## config.mk

```make
export PLATFORM = sky130hd
export DESIGN_NAME = cci_shim_pipe
export DESIGN_NICKNAME = d
export VERILOG_FILES = /design/src/hw/cci_req_pkg.sv /design/src/hw/cci_mem_pkg.sv /design/src/hw/cci_lutram_fifo.sv /design/src/hw/cci_shim_buffer_afu.sv /design/src/hw/cci_req_arbiter.sv /design/src/hw/cci_mem_model.sv /design/src/hw/cci_shim_pipe.sv
export VERILOG_INCLUDE_DIRS = /design/src /design/src/hw
export SDC_FILE = /design/constraint.sdc
export NUM_CORES = 2
export LEC_CHECK = 0
export ABC_AREA = 1
export BUFFER_PORTS_ARGS = -buffer_cell sky130_fd_sc_hd__buf_2
export CAP_MARGIN = 10
export CORE_ASPECT_RATIO = 0.6
export CORE_MARGIN = 3
export CORE_UTILIZATION = 45
export CTS_CLUSTER_DIAMETER = 150
export DETAILED_ROUTE_END_ITERATION = 7
export GPL_TIMING_DRIVEN = 0
export RECOVER_POWER = 25
export REMOVE_ABC_BUFFERS = 1
export SLEW_MARGIN = 20
export SYNTH_ARGS = -nofsm -noshare
export SYNTH_HDL_FRONTEND = slang
export SYNTH_SLANG_ARGS = --single-unit
```

## constraint.sdc

```tcl
create_clock -name clk -period 3.8 [get_ports clk]
set_clock_uncertainty 0.05 [all_clocks]
set_input_delay 0.19 -clock clk [delete_from_list [all_inputs] [get_ports clk]]
set_output_delay 0.19 -clock clk [all_outputs]
set_load 0.05 [all_outputs]
```

## src/hw/cci_shim_defines.svh

```systemverilog
/*
 * Shared sizing for the accelerator request path: field widths, buffer
 * depth, almost-full threshold and memory refresh timing
 */
`ifndef CCI_SHIM_DEFINES_SVH
`define CCI_SHIM_DEFINES_SVH

// Line address width, giving a 64-line memory
`define CCI_ADDR_BITS 6

// Line data width
`define CCI_DATA_BITS 32

// Request tag width, echoed back in every response
`define CCI_MDATA_BITS 8

// Almost-full rises when this many or fewer slots are free
`define CCI_ALMOST_FULL_THRESHOLD 2

// Buffer depth per channel, leaving slack above the threshold
`define CCI_FIFO_ENTRIES (`CCI_ALMOST_FULL_THRESHOLD + 4)

// Cycles from one refresh window to the next
`define CCI_REFRESH_PERIOD 16

// Length of each refresh window, in cycles
`define CCI_REFRESH_CYCLES 2

`endif

```

## src/hw/cci_req_pkg.sv

```systemverilog
/*
 * Accelerator-side request types for the read and write channels
 */
`default_nettype none

`include "cci_shim_defines.svh"

package cci_req_pkg;

    // Field types shared by both channels and by the memory side
    typedef logic [`CCI_ADDR_BITS-1:0]  addr_t;
    typedef logic [`CCI_DATA_BITS-1:0]  data_t;
    typedef logic [`CCI_MDATA_BITS-1:0] mdata_t;

    // Request opcodes
    // Channel 0 only carries RD_LINE and channel 1 carries the other two
    typedef enum logic [1:0] {
        RD_LINE  = 2'd0,
        WR_LINE  = 2'd1,
        WR_FENCE = 2'd2
    } req_op_e;

    // Channel 0 read request
    // The valid bit must stay the leading field, since the buffer stage
    // strips it off the top of the struct before storing the payload
    typedef struct packed {
        logic    valid;
        req_op_e op;
        addr_t   addr;
        mdata_t  mdata;
    } c0_req_t;

    // Channel 1 write or fence request
    // Same rule for the leading valid bit as on channel 0
    // A fence carries no meaningful address or data
    typedef struct packed {
        logic    valid;
        req_op_e op;
        addr_t   addr;
        data_t   data;
        mdata_t  mdata;
    } c1_req_t;

endpackage

`default_nettype wire

```

## src/hw/cci_mem_pkg.sv

```systemverilog
/*
 * Memory-side types: the single issued request and the two response channels
 */
`default_nettype none

package cci_mem_pkg;

    // Kind of acknowledgement returned on the channel 1 response port
    typedef enum logic {
        ACK_WRITE = 1'b0,
        ACK_FENCE = 1'b1
    } ack_kind_e;

    // One request as issued by the arbiter
    // Data is only meaningful for WR_LINE and is zero otherwise
    typedef struct packed {
        logic                 valid;
        cci_req_pkg::req_op_e op;
        cci_req_pkg::addr_t   addr;
        cci_req_pkg::data_t   data;
        cci_req_pkg::mdata_t  mdata;
    } mem_req_t;

    // Read data response on channel 0
    typedef struct packed {
        logic                valid;
        cci_req_pkg::data_t  data;
        cci_req_pkg::mdata_t mdata;
    } c0_rsp_t;

    // Write or fence acknowledgement on channel 1
    typedef struct packed {
        logic                valid;
        ack_kind_e           kind;
        cci_req_pkg::mdata_t mdata;
    } c1_rsp_t;

endpackage

`default_nettype wire

```

## src/hw/cci_lutram_fifo.sv

```systemverilog
/*
 * Small circular FIFO with first-word output, a not-empty flag and a
 * registered almost-full flag driven from the free-slot count
 */
`timescale 1ns/1ns
`default_nettype none

module cci_lutram_fifo #(
    parameter int N_DATA_BITS = 16,
    parameter int N_ENTRIES   = 6,
    parameter int THRESHOLD   = 2
) (
    input  wire logic                   clk,
    input  wire logic                   rst_n,

    input  wire logic [N_DATA_BITS-1:0] enq_data,
    input  wire logic                   enq_en,

    input  wire logic                   deq_en,
    output logic      [N_DATA_BITS-1:0] first,
    output logic                        not_empty,

    output logic                        almost_full
);

    // Pointer and counter widths
    // The counter needs one extra state to represent a full buffer
    localparam int PW = (N_ENTRIES > 1) ? $clog2(N_ENTRIES) : 1;
    localparam int CW = $clog2(N_ENTRIES + 1);

    localparam logic [PW-1:0] PTR_LAST = PW'(N_ENTRIES - 1);
    localparam logic [CW-1:0] FULL_CNT = CW'(N_ENTRIES);

    // Occupancy at which THRESHOLD or fewer slots remain free
    localparam logic [CW-1:0] AF_LEVEL = CW'(N_ENTRIES - THRESHOLD);

    logic [N_DATA_BITS-1:0] mem [N_ENTRIES];
    logic [PW-1:0]          wr_ptr;
    logic [PW-1:0]          rd_ptr;
    logic [CW-1:0]          count;
    logic [CW-1:0]          count_next;

    // Payload storage, written at the tail
    always_ff @(posedge clk)
    begin
        if (enq_en)
        begin
            mem[wr_ptr] <= enq_data;
        end
    end

    // The oldest entry is always visible at the head
    assign first     = mem[rd_ptr];
    assign not_empty = (count != '0);

    // Occupancy after this edge, also feeding the almost-full register
    assign count_next = count + CW'(enq_en) - CW'(deq_en);

    always_ff @(posedge clk)
    begin
        if (!rst_n)
        begin
            wr_ptr      <= '0;
            rd_ptr      <= '0;
            count       <= '0;
            almost_full <= 1'b0;
        end
        else
        begin
            // Depth need not be a power of two, so pointers wrap explicitly
            if (enq_en)
            begin
                wr_ptr <= (wr_ptr == PTR_LAST) ? '0 : wr_ptr + 1'b1;
            end
            if (deq_en)
            begin
                rd_ptr <= (rd_ptr == PTR_LAST) ? '0 : rd_ptr + 1'b1;
            end
            count       <= count_next;
            almost_full <= (count_next >= AF_LEVEL);
        end
    end

    // The producer must have honoured almost_full early enough to never
    // push into a full buffer
    assert property (@(posedge clk) disable iff (!rst_n)
        enq_en |-> (count != FULL_CNT));

    // The consumer only dequeues a head that exists
    assert property (@(posedge clk) disable iff (!rst_n)
        deq_en |-> not_empty);

endmodule

`default_nettype wire

```

## src/hw/cci_shim_buffer_afu.sv

```systemverilog
/*
 * Buffer stage: latency-insensitive request FIFOs for the read and write
 * channels, consumed by explicit dequeue, with an optional read bypass
 */
`timescale 1ns/1ns
`default_nettype none

`include "cci_shim_defines.svh"

module cci_shim_buffer_afu #(
    parameter bit ENABLE_C0_BYPASS = 1'b0
) (
    input  wire logic                 clk,
    input  wire logic                 rst_n,

    // Raw requests from the accelerator
    input  wire cci_req_pkg::c0_req_t c0_tx,
    input  wire cci_req_pkg::c1_req_t c1_tx,
    output logic                      c0_almost_full,
    output logic                      c1_almost_full,

    // Buffered heads toward the arbiter
    // A head stays put until its dequeue is raised
    output cci_req_pkg::c0_req_t      c0_head,
    output cci_req_pkg::c1_req_t      c1_head,
    input  wire logic                 deq_c0,
    input  wire logic                 deq_c1
);

    // The valid bit is not stored
    // Not-empty from the FIFO stands in for it at the head
    localparam int C0_BITS = $bits(cci_req_pkg::c0_req_t) - 1;
    localparam int C1_BITS = $bits(cci_req_pkg::c1_req_t) - 1;

    // ==========================================================
    // Channel 0 (reads)
    // ==========================================================

    logic [C0_BITS-1:0] c0_first;
    logic               c0_not_empty;
    logic               c0_enq;
    logic               c0_deq;

    if (ENABLE_C0_BYPASS)
    begin : g_c0_bypass
        // While the FIFO is empty the raw request is offered straight to
        // the arbiter in the same cycle
        always_comb
        begin
            if (c0_not_empty)
            begin
                c0_head = cci_req_pkg::c0_req_t'({1'b1, c0_first});
            end
            else
            begin
                c0_head = c0_tx;
            end
        end

        // A new request only lands in the FIFO if the bypass did not
        // consume it right away
        assign c0_enq = c0_tx.valid && (c0_not_empty || !deq_c0);

        // A dequeue with an empty FIFO was taken by the bypass
        assign c0_deq = deq_c0 && c0_not_empty;
    end
    else
    begin : g_c0_no_bypass
        // Every request goes through the FIFO
        assign c0_head = cci_req_pkg::c0_req_t'({c0_not_empty, c0_first});
        assign c0_enq  = c0_tx.valid;
        assign c0_deq  = deq_c0;
    end

    cci_lutram_fifo #(
        .N_DATA_BITS (C0_BITS),
        .N_ENTRIES   (`CCI_FIFO_ENTRIES),
        .THRESHOLD   (`CCI_ALMOST_FULL_THRESHOLD)
    ) u_c0_fifo (
        .clk         (clk),
        .rst_n       (rst_n),
        .enq_data    (c0_tx[C0_BITS-1:0]),
        .enq_en      (c0_enq),
        .deq_en      (c0_deq),
        .first       (c0_first),
        .not_empty   (c0_not_empty),
        .almost_full (c0_almost_full)
    );

    // ==========================================================
    // Channel 1 (writes and fences)
    // ==========================================================

    // No bypass here, store traffic is not latency critical
    logic [C1_BITS-1:0] c1_first;
    logic               c1_not_empty;

    assign c1_head = cci_req_pkg::c1_req_t'({c1_not_empty, c1_first});

    cci_lutram_fifo #(
        .N_DATA_BITS (C1_BITS),
        .N_ENTRIES   (`CCI_FIFO_ENTRIES),
        .THRESHOLD   (`CCI_ALMOST_FULL_THRESHOLD)
    ) u_c1_fifo (
        .clk         (clk),
        .rst_n       (rst_n),
        .enq_data    (c1_tx[C1_BITS-1:0]),
        .enq_en      (c1_tx.valid),
        .deq_en      (deq_c1),
        .first       (c1_first),
        .not_empty   (c1_not_empty),
        .almost_full (c1_almost_full)
    );

endmodule

`default_nettype wire

```

## src/hw/cci_req_arbiter.sv

```systemverilog
/*
 * Arbiter stage: picks one channel head per ready cycle with alternating
 * priority, dequeues it and presents it to memory
 */
`timescale 1ns/1ns
`default_nettype none

module cci_req_arbiter (
    input  wire logic                 clk,
    input  wire logic                 rst_n,

    input  wire cci_req_pkg::c0_req_t c0_head,
    input  wire cci_req_pkg::c1_req_t c1_head,
    output logic                      deq_c0,
    output logic                      deq_c1,

    output cci_mem_pkg::mem_req_t     mem_req,
    input  wire logic                 mem_ready
);

    // Channel that won the most recent issue
    typedef enum logic {
        GRANT_C0 = 1'b0,
        GRANT_C1 = 1'b1
    } grant_e;

    grant_e last_grant;
    logic   pick_c0;
    logic   pick_c1;

    // On a tie the channel not granted last wins
    // A lone valid head always wins
    assign pick_c0 = c0_head.valid && (!c1_head.valid || (last_grant == GRANT_C1));
    assign pick_c1 = c1_head.valid && !pick_c0;

    // Nothing leaves the buffers while memory is refreshing
    assign deq_c0 = mem_ready && pick_c0;
    assign deq_c1 = mem_ready && pick_c1;

    // Format the chosen head as a memory request
    always_comb
    begin
        mem_req = '0;
        if (deq_c0)
        begin
            // Reads carry no data
            mem_req.valid = 1'b1;
            mem_req.op    = c0_head.op;
            mem_req.addr  = c0_head.addr;
            mem_req.mdata = c0_head.mdata;
        end
        else if (deq_c1)
        begin
            mem_req.valid = 1'b1;
            mem_req.op    = c1_head.op;
            mem_req.addr  = c1_head.addr;
            mem_req.data  = c1_head.data;
            mem_req.mdata = c1_head.mdata;
        end
    end

    // Starting from GRANT_C1 lets a read win the very first tie
    always_ff @(posedge clk)
    begin
        if (!rst_n)
        begin
            last_grant <= GRANT_C1;
        end
        else if (deq_c0 || deq_c1)
        begin
            last_grant <= deq_c1 ? GRANT_C1 : GRANT_C0;
        end
    end

    // Only one buffer may give up its head in any cycle
    assert property (@(posedge clk) disable iff (!rst_n)
        !(deq_c0 && deq_c1));

endmodule

`default_nettype wire

```

## src/hw/cci_mem_model.sv

```systemverilog
/*
 * Memory stage: line storage with periodic refresh windows that stall
 * issue, returning read data and write or fence acknowledgements
 */
`timescale 1ns/1ns
`default_nettype none

`include "cci_shim_defines.svh"

module cci_mem_model (
    input  wire logic                  clk,
    input  wire logic                  rst_n,

    input  wire cci_mem_pkg::mem_req_t mem_req,
    output logic                       mem_ready,

    output cci_mem_pkg::c0_rsp_t       c0_rx,
    output cci_mem_pkg::c1_rsp_t       c1_rx
);

    localparam int LINES = 2 ** `CCI_ADDR_BITS;
    localparam int RW    = $clog2(`CCI_REFRESH_PERIOD);

    // First count value of the refresh window, where requests stop being accepted
    localparam logic [RW-1:0] READY_LIMIT = RW'(`CCI_REFRESH_PERIOD - `CCI_REFRESH_CYCLES);
    localparam logic [RW-1:0] CNT_LAST    = RW'(`CCI_REFRESH_PERIOD - 1);

    cci_req_pkg::data_t mem [LINES];
    logic [RW-1:0]      refresh_cnt;

    // Request captured at the issue edge
    logic                 req_q_valid;
    cci_req_pkg::req_op_e req_q_op;
    cci_req_pkg::addr_t   req_q_addr;
    cci_req_pkg::mdata_t  req_q_mdata;

    // Response registers
    logic                   rsp0_valid;
    cci_req_pkg::data_t     rsp0_data;
    cci_req_pkg::mdata_t    rsp0_mdata;
    logic                   rsp1_valid;
    cci_mem_pkg::ack_kind_e rsp1_kind;
    cci_req_pkg::mdata_t    rsp1_mdata;

    // ==========================================================
    // Refresh timing
    // ==========================================================

    // The last two counts of every period form the refresh window
    always_ff @(posedge clk)
    begin
        if (!rst_n)
        begin
            refresh_cnt <= '0;
        end
        else
        begin
            refresh_cnt <= (refresh_cnt == CNT_LAST) ? '0 : refresh_cnt + 1'b1;
        end
    end

    assign mem_ready = (refresh_cnt < READY_LIMIT);

    // ==========================================================
    // Storage and response pipeline
    // ==========================================================

    // Writes land at the issue edge, fences leave storage untouched
    always_ff @(posedge clk)
    begin
        if (!rst_n)
        begin
            for (int i = 0; i < LINES; i++)
            begin
                mem[i] <= '0;
            end
        end
        else if (mem_req.valid && (mem_req.op == cci_req_pkg::WR_LINE))
        begin
            mem[mem_req.addr] <= mem_req.data;
        end
    end

    always_ff @(posedge clk)
    begin
        if (!rst_n)
        begin
            req_q_valid <= 1'b0;
            rsp0_valid  <= 1'b0;
            rsp1_valid  <= 1'b0;
        end
        else
        begin
            req_q_valid <= mem_req.valid;
            rsp0_valid  <= req_q_valid && (req_q_op == cci_req_pkg::RD_LINE);
            rsp1_valid  <= req_q_valid && (req_q_op != cci_req_pkg::RD_LINE);
        end
    end

    // Payload of both stages, qualified by the valid registers above
    // A read sees every write issued before it, since those are stored by now
    always_ff @(posedge clk)
    begin
        req_q_op    <= mem_req.op;
        req_q_addr  <= mem_req.addr;
        req_q_mdata <= mem_req.mdata;
        rsp0_data   <= mem[req_q_addr];
        rsp0_mdata  <= req_q_mdata;
        rsp1_kind   <= (req_q_op == cci_req_pkg::WR_FENCE) ? cci_mem_pkg::ACK_FENCE
                                                          : cci_mem_pkg::ACK_WRITE;
        rsp1_mdata  <= req_q_mdata;
    end

    always_comb
    begin
        c0_rx.valid = rsp0_valid;
        c0_rx.data  = rsp0_data;
        c0_rx.mdata = rsp0_mdata;
        c1_rx.valid = rsp1_valid;
        c1_rx.kind  = rsp1_kind;
        c1_rx.mdata = rsp1_mdata;
    end

    // The arbiter must hold requests back through every refresh window
    assert property (@(posedge clk) disable iff (!rst_n)
        mem_req.valid |-> mem_ready);

endmodule

`default_nettype wire

```

## src/hw/cci_shim_pipe.sv

```systemverilog
/*
 * Top level of the request path: buffer, arbiter and memory stages
 */
`timescale 1ns/1ns
`default_nettype none

module cci_shim_pipe #(
    parameter bit ENABLE_C0_BYPASS = 1'b1
) (
    input  wire logic                 clk,
    input  wire logic                 rst_n,

    input  wire cci_req_pkg::c0_req_t c0_tx,
    input  wire cci_req_pkg::c1_req_t c1_tx,
    output logic                      c0_almost_full,
    output logic                      c1_almost_full,

    // Responses leave unbuffered, the accelerator cannot stall them
    output cci_mem_pkg::c0_rsp_t      c0_rx,
    output cci_mem_pkg::c1_rsp_t      c1_rx
);

    cci_req_pkg::c0_req_t  c0_head;
    cci_req_pkg::c1_req_t  c1_head;
    logic                  deq_c0;
    logic                  deq_c1;
    cci_mem_pkg::mem_req_t mem_req;
    logic                  mem_ready;

    cci_shim_buffer_afu #(
        .ENABLE_C0_BYPASS (ENABLE_C0_BYPASS)
    ) u_buffer (
        .clk            (clk),
        .rst_n          (rst_n),
        .c0_tx          (c0_tx),
        .c1_tx          (c1_tx),
        .c0_almost_full (c0_almost_full),
        .c1_almost_full (c1_almost_full),
        .c0_head        (c0_head),
        .c1_head        (c1_head),
        .deq_c0         (deq_c0),
        .deq_c1         (deq_c1)
    );

    cci_req_arbiter u_arbiter (
        .clk       (clk),
        .rst_n     (rst_n),
        .c0_head   (c0_head),
        .c1_head   (c1_head),
        .deq_c0    (deq_c0),
        .deq_c1    (deq_c1),
        .mem_req   (mem_req),
        .mem_ready (mem_ready)
    );

    cci_mem_model u_mem (
        .clk       (clk),
        .rst_n     (rst_n),
        .mem_req   (mem_req),
        .mem_ready (mem_ready),
        .c0_rx     (c0_rx),
        .c1_rx     (c1_rx)
    );

endmodule

`default_nettype wire

```

==> run summary <==
Antenna Nets Post-Route -> 0
Setup WS pre-CTS -> -1.90 ns
Mapped Area -> 0.108 mm2
Worst r2r src -> u_mem.req_q_addr[0]
Routed via count -> 81200
Die area -> 0.246 mm2
Status -> finished, violations left
Vias in the first global route -> 76600
Seq/Total Area, Yosys -> 69.2%
Via/cell ratio -> 6.03
Grt total ovfl -> 0
Crit path buf inv count -> 7
Most numerous cell on the critical path -> buf_16
CTS tree -> built
Fin. Hold Viols -> 0
Sequential Area -> 0.0749 mm2
Maxcap violations -> 5
Pre-antenna DRT Iters -> 8
Startpoint Class -> flop
Total wire length -> 363000 um
Crit-path cells -> buf_16 > buf_16 > inv_16 > buf_16 > buf_16 > buf_16 > buf_16 > nor2_1 > o22ai_1 > nand2_1 > nand3_1 > nand3_1 > nand3_2 > and2_1
Gate Count Post-Synth -> 10100
Multi-input logic area -> 0.0312 mm2
Required time worst endpoint -> 4.55 ns
Critical Path End Type -> flop
Relative slew slack -> -40.1%
Final Max Slew Viols -> 91
Pwr Density -> 763 mW/mm2
Drt drc -> 1
GP Congestion -> 0.850
Peak supply drop -> 0.667 mV
CTS max path bufs -> 4
HPWL Detailed -> 210000 um
Crit path largest cell delay -> 0.39 ns
I/O pin count -> 121
RSZ-0062 raised after global routing -> true
Hold_sp -> c0_tx[14]
Root Driver -> clkbuf_16
Worst-margin pin slew -> 2.09 ns
Worst setup margin -> -0.0179 ns
Critical path launch point -> u_mem.req_q_addr[0]
Largest net degree at the start of global routing -> 133
Row count -> 138
Initial Util -> 45.6%
FILL cells -> 20100
Top delay family on crit path -> buffers and inverters
Crit Path Max Fanout -> 53
Commonest cells after routing, fill and taps aside -> nor2_1, edfxtp_1, o21ai_0
Tot Pwr -> 97.0 mW
Port bufs -> 120
CTS sink cnt -> 2521
Inserted Clock Buffers -> 236
H-tree levels -> 4
Ys Warns -> 0
CP arrival -> 4.57 ns
Seq cells post-synth -> 2521
Initial drt markers -> 12300
Commonest non-fill, non-tap cell in the layout -> nor2_1
Synth unique cells -> 44
Core area -> 0.237 mm2
Crit path time final -> 3.82 ns
Die Height -> 386 um
Clock slew at reported path FFs -> 0.06 ns
Nets -> 10200
Slowest CP cell -> dfxtp_4
Tightest Hold Check Type -> in2reg
First-pass GRT wire length -> 521000 um
Finish-stage setup viols -> 3
Antenna violations before repair -> 10
Routed len/inst -> 27.0 um
Avg Inst Size Synth -> 10.7 um2
Fraction of layout cells with a size suffix above 1 -> 10.7%
Leakage -> 43.8 nW
Clk_lat worst skew -> 0.90 ns
Final worst-path cycle share -> 100%
Total GRT Usage -> 28.4%
Final Util -> 53.6%
Area Overhead vs Synth -> 17.6%
Die extent in x -> 639 um
Peak Freq -> 0.262 GHz
CP Class -> reg2reg
Violated checks -> design-rule violations, max-capacitance violations, max-slew violations, negative setup slack
## cells in the mapped netlist
master,number,share of area (%)
nor2_1,3207,11
edfxtp_1,2432,68
o21ai_0,1114,5.2
nand2_1,985,3.4
clkbuf_1,695,2.4
o22ai_1,542,3.1
nand3_1,461,2.1
buf_2,131,0.61
dfxtp_1,89,1.6
a21oi_1,74,0.34
inv_1,68,0.24
buf_1,63,0.22
o211ai_1,23,0.16
and2_1,22,0.13
buf_6,19,0.20
o211ai_2,19,0.22
nand3_4,15,0.24
buf_4,14,0.097
inv_2,13,0.045
nor2_4,13,0.14
a32oi_1,12,0.097
nand2_4,9,0.094
nor2_2,8,0.046
o21ai_1,8,0.037
nand3_2,7,0.065
a32o_1,6,0.056
ha_1,5,0.058
nand2_2,5,0.029
o311ai_0,5,0.041
nor3_1,4,0.019
o221ai_1,4,0.032
fa_1,2,0.037
nand4_1,2,0.012
nor2_8,2,0.037
xor2_1,2,0.016
a211oi_1,1,0.0069
a21oi_2,1,0.0081
a21oi_4,1,0.015
a22oi_1,1,0.0069
clkinv_1,1,0.0035
nor4_1,1,0.0058
or2_0,1,0.0058
or2_2,1,0.0058
xnor2_1,1,0.0081
## layer usage
layer / vias to the layer above / share of wire, % / global-route usage (%) / wire length, um
li1: 35200 / - / - / -
met1: 40000 / 40 / 40.9 / 144000
met2: 5351 / 43 / 42.0 / 158000
met3: 650 / 14 / 7.78 / 49700
met4: 10 / 3.3 / 8.83 / 11800
met5: - / 0.017 / 0 / 61
## layout make-up
| cell class | count | area share [%] |
|---|---|---|
| multi-input combinational | 6593 | 24.6 |
| timing repair buffer | 692 | 7.30 |
| inverter | 82 | 0.318 |
| tap | 3150 | 3.10 |
| timing repair inverter | 2 | 0.0157 |
| clock buffer | 299 | 5.04 |
| sequential | 2521 | 58.9 |
| clock inverter | 123 | 0.779 |
| antenna | 2 | 0.00394 |
## worst register-to-register path: cells and delay by family, from the launching register on
family                 cells  cell delay [ns]
DFF                        1             0.39
buffers and inverters      7             1.94
and+or+nand+nor            6             1.18
AOI/OAI and AO/OA          1             0.18
## flip-flops by register name (all words and copies together) (netlist names), 2 cells and up, named ones only
register,flops
u_buffer.u_c1_fifo.rd_ptr,3
u_mem.req_q_mdata,8
u_mem.req_q_op,2
u_mem.rsp0_mdata,8
u_buffer.u_c0_fifo.mem,96
u_mem.mem,2048
u_buffer.u_c1_fifo.mem,288
u_buffer.u_c0_fifo.count,2
u_mem.rsp0_data,32
u_mem.refresh_cnt,4
u_buffer.u_c0_fifo.wr_ptr,3
u_buffer.u_c1_fifo.count,2
u_mem.req_q_addr,6
u_buffer.u_c0_fifo.rd_ptr,3
u_buffer.u_c1_fifo.wr_ptr,3
## cell families (layout without fill, tap and decap cells)
logic type / count (synthesis) / count (layout) / share of synthesized area, %
and+or+nand+nor: 4743 / 4772 / 17.5
other: 0 / 2 / 0
AOI/OAI and AO/OA: 1811 / 1811 / 9.32
buffers and inverters: 1004 / 1198 / 3.82
adders and majority gates: 7 / 7 / 0.0949
DFF: 2521 / 2521 / 69.2
xor gates and xnor gates: 3 / 3 / 0.0243
## where the power goes
group	switching (mW)	internal, mW
combinational	28.7	11.7
clock	10.6	12.9
sequential	0.904	32.1
## timing repair
item / CTS / global route
buffers inserted: 75 / 48
hold buffers: 83 / 0
endpoints found under the hold margin: 654 / 0
gates resized for setup: 161 / 62
pin swaps: 40 / 10
setup endpoints to repair: 4122 / 1336
gates cloned: 34 / 16
## path summary, 6_finish.rpt
path | end | slack [ns] | cells after the start
max | u_mem.rsp0_data[11] | -0.02 | 14
min | u_buffer.u_c0_fifo.mem[4][14] | 0.10 | 2
max reg2reg | u_mem.rsp0_data[11] | -0.02 | 14
min reg2reg | u_mem.rsp0_mdata[6] | 0.28 | 0
## through the flow
step | TNS (ns) | instances | hold WS [ns] | instance area, um2
floorplan | - | 9167 | 0.226 | 104000
global placement | - | 12400 | 0.264 | 109000
detailed placement | -3732.05 | 12800 | 0.263 | 116000
CTS | -2.20 | 13400 | 0.000850 | 126000
global route | -0.120 | 13500 | 0.0825 | 127000
finish | -0.0355 | 13500 | 0.102 | 127000
(Power assumes the default switching activity.)
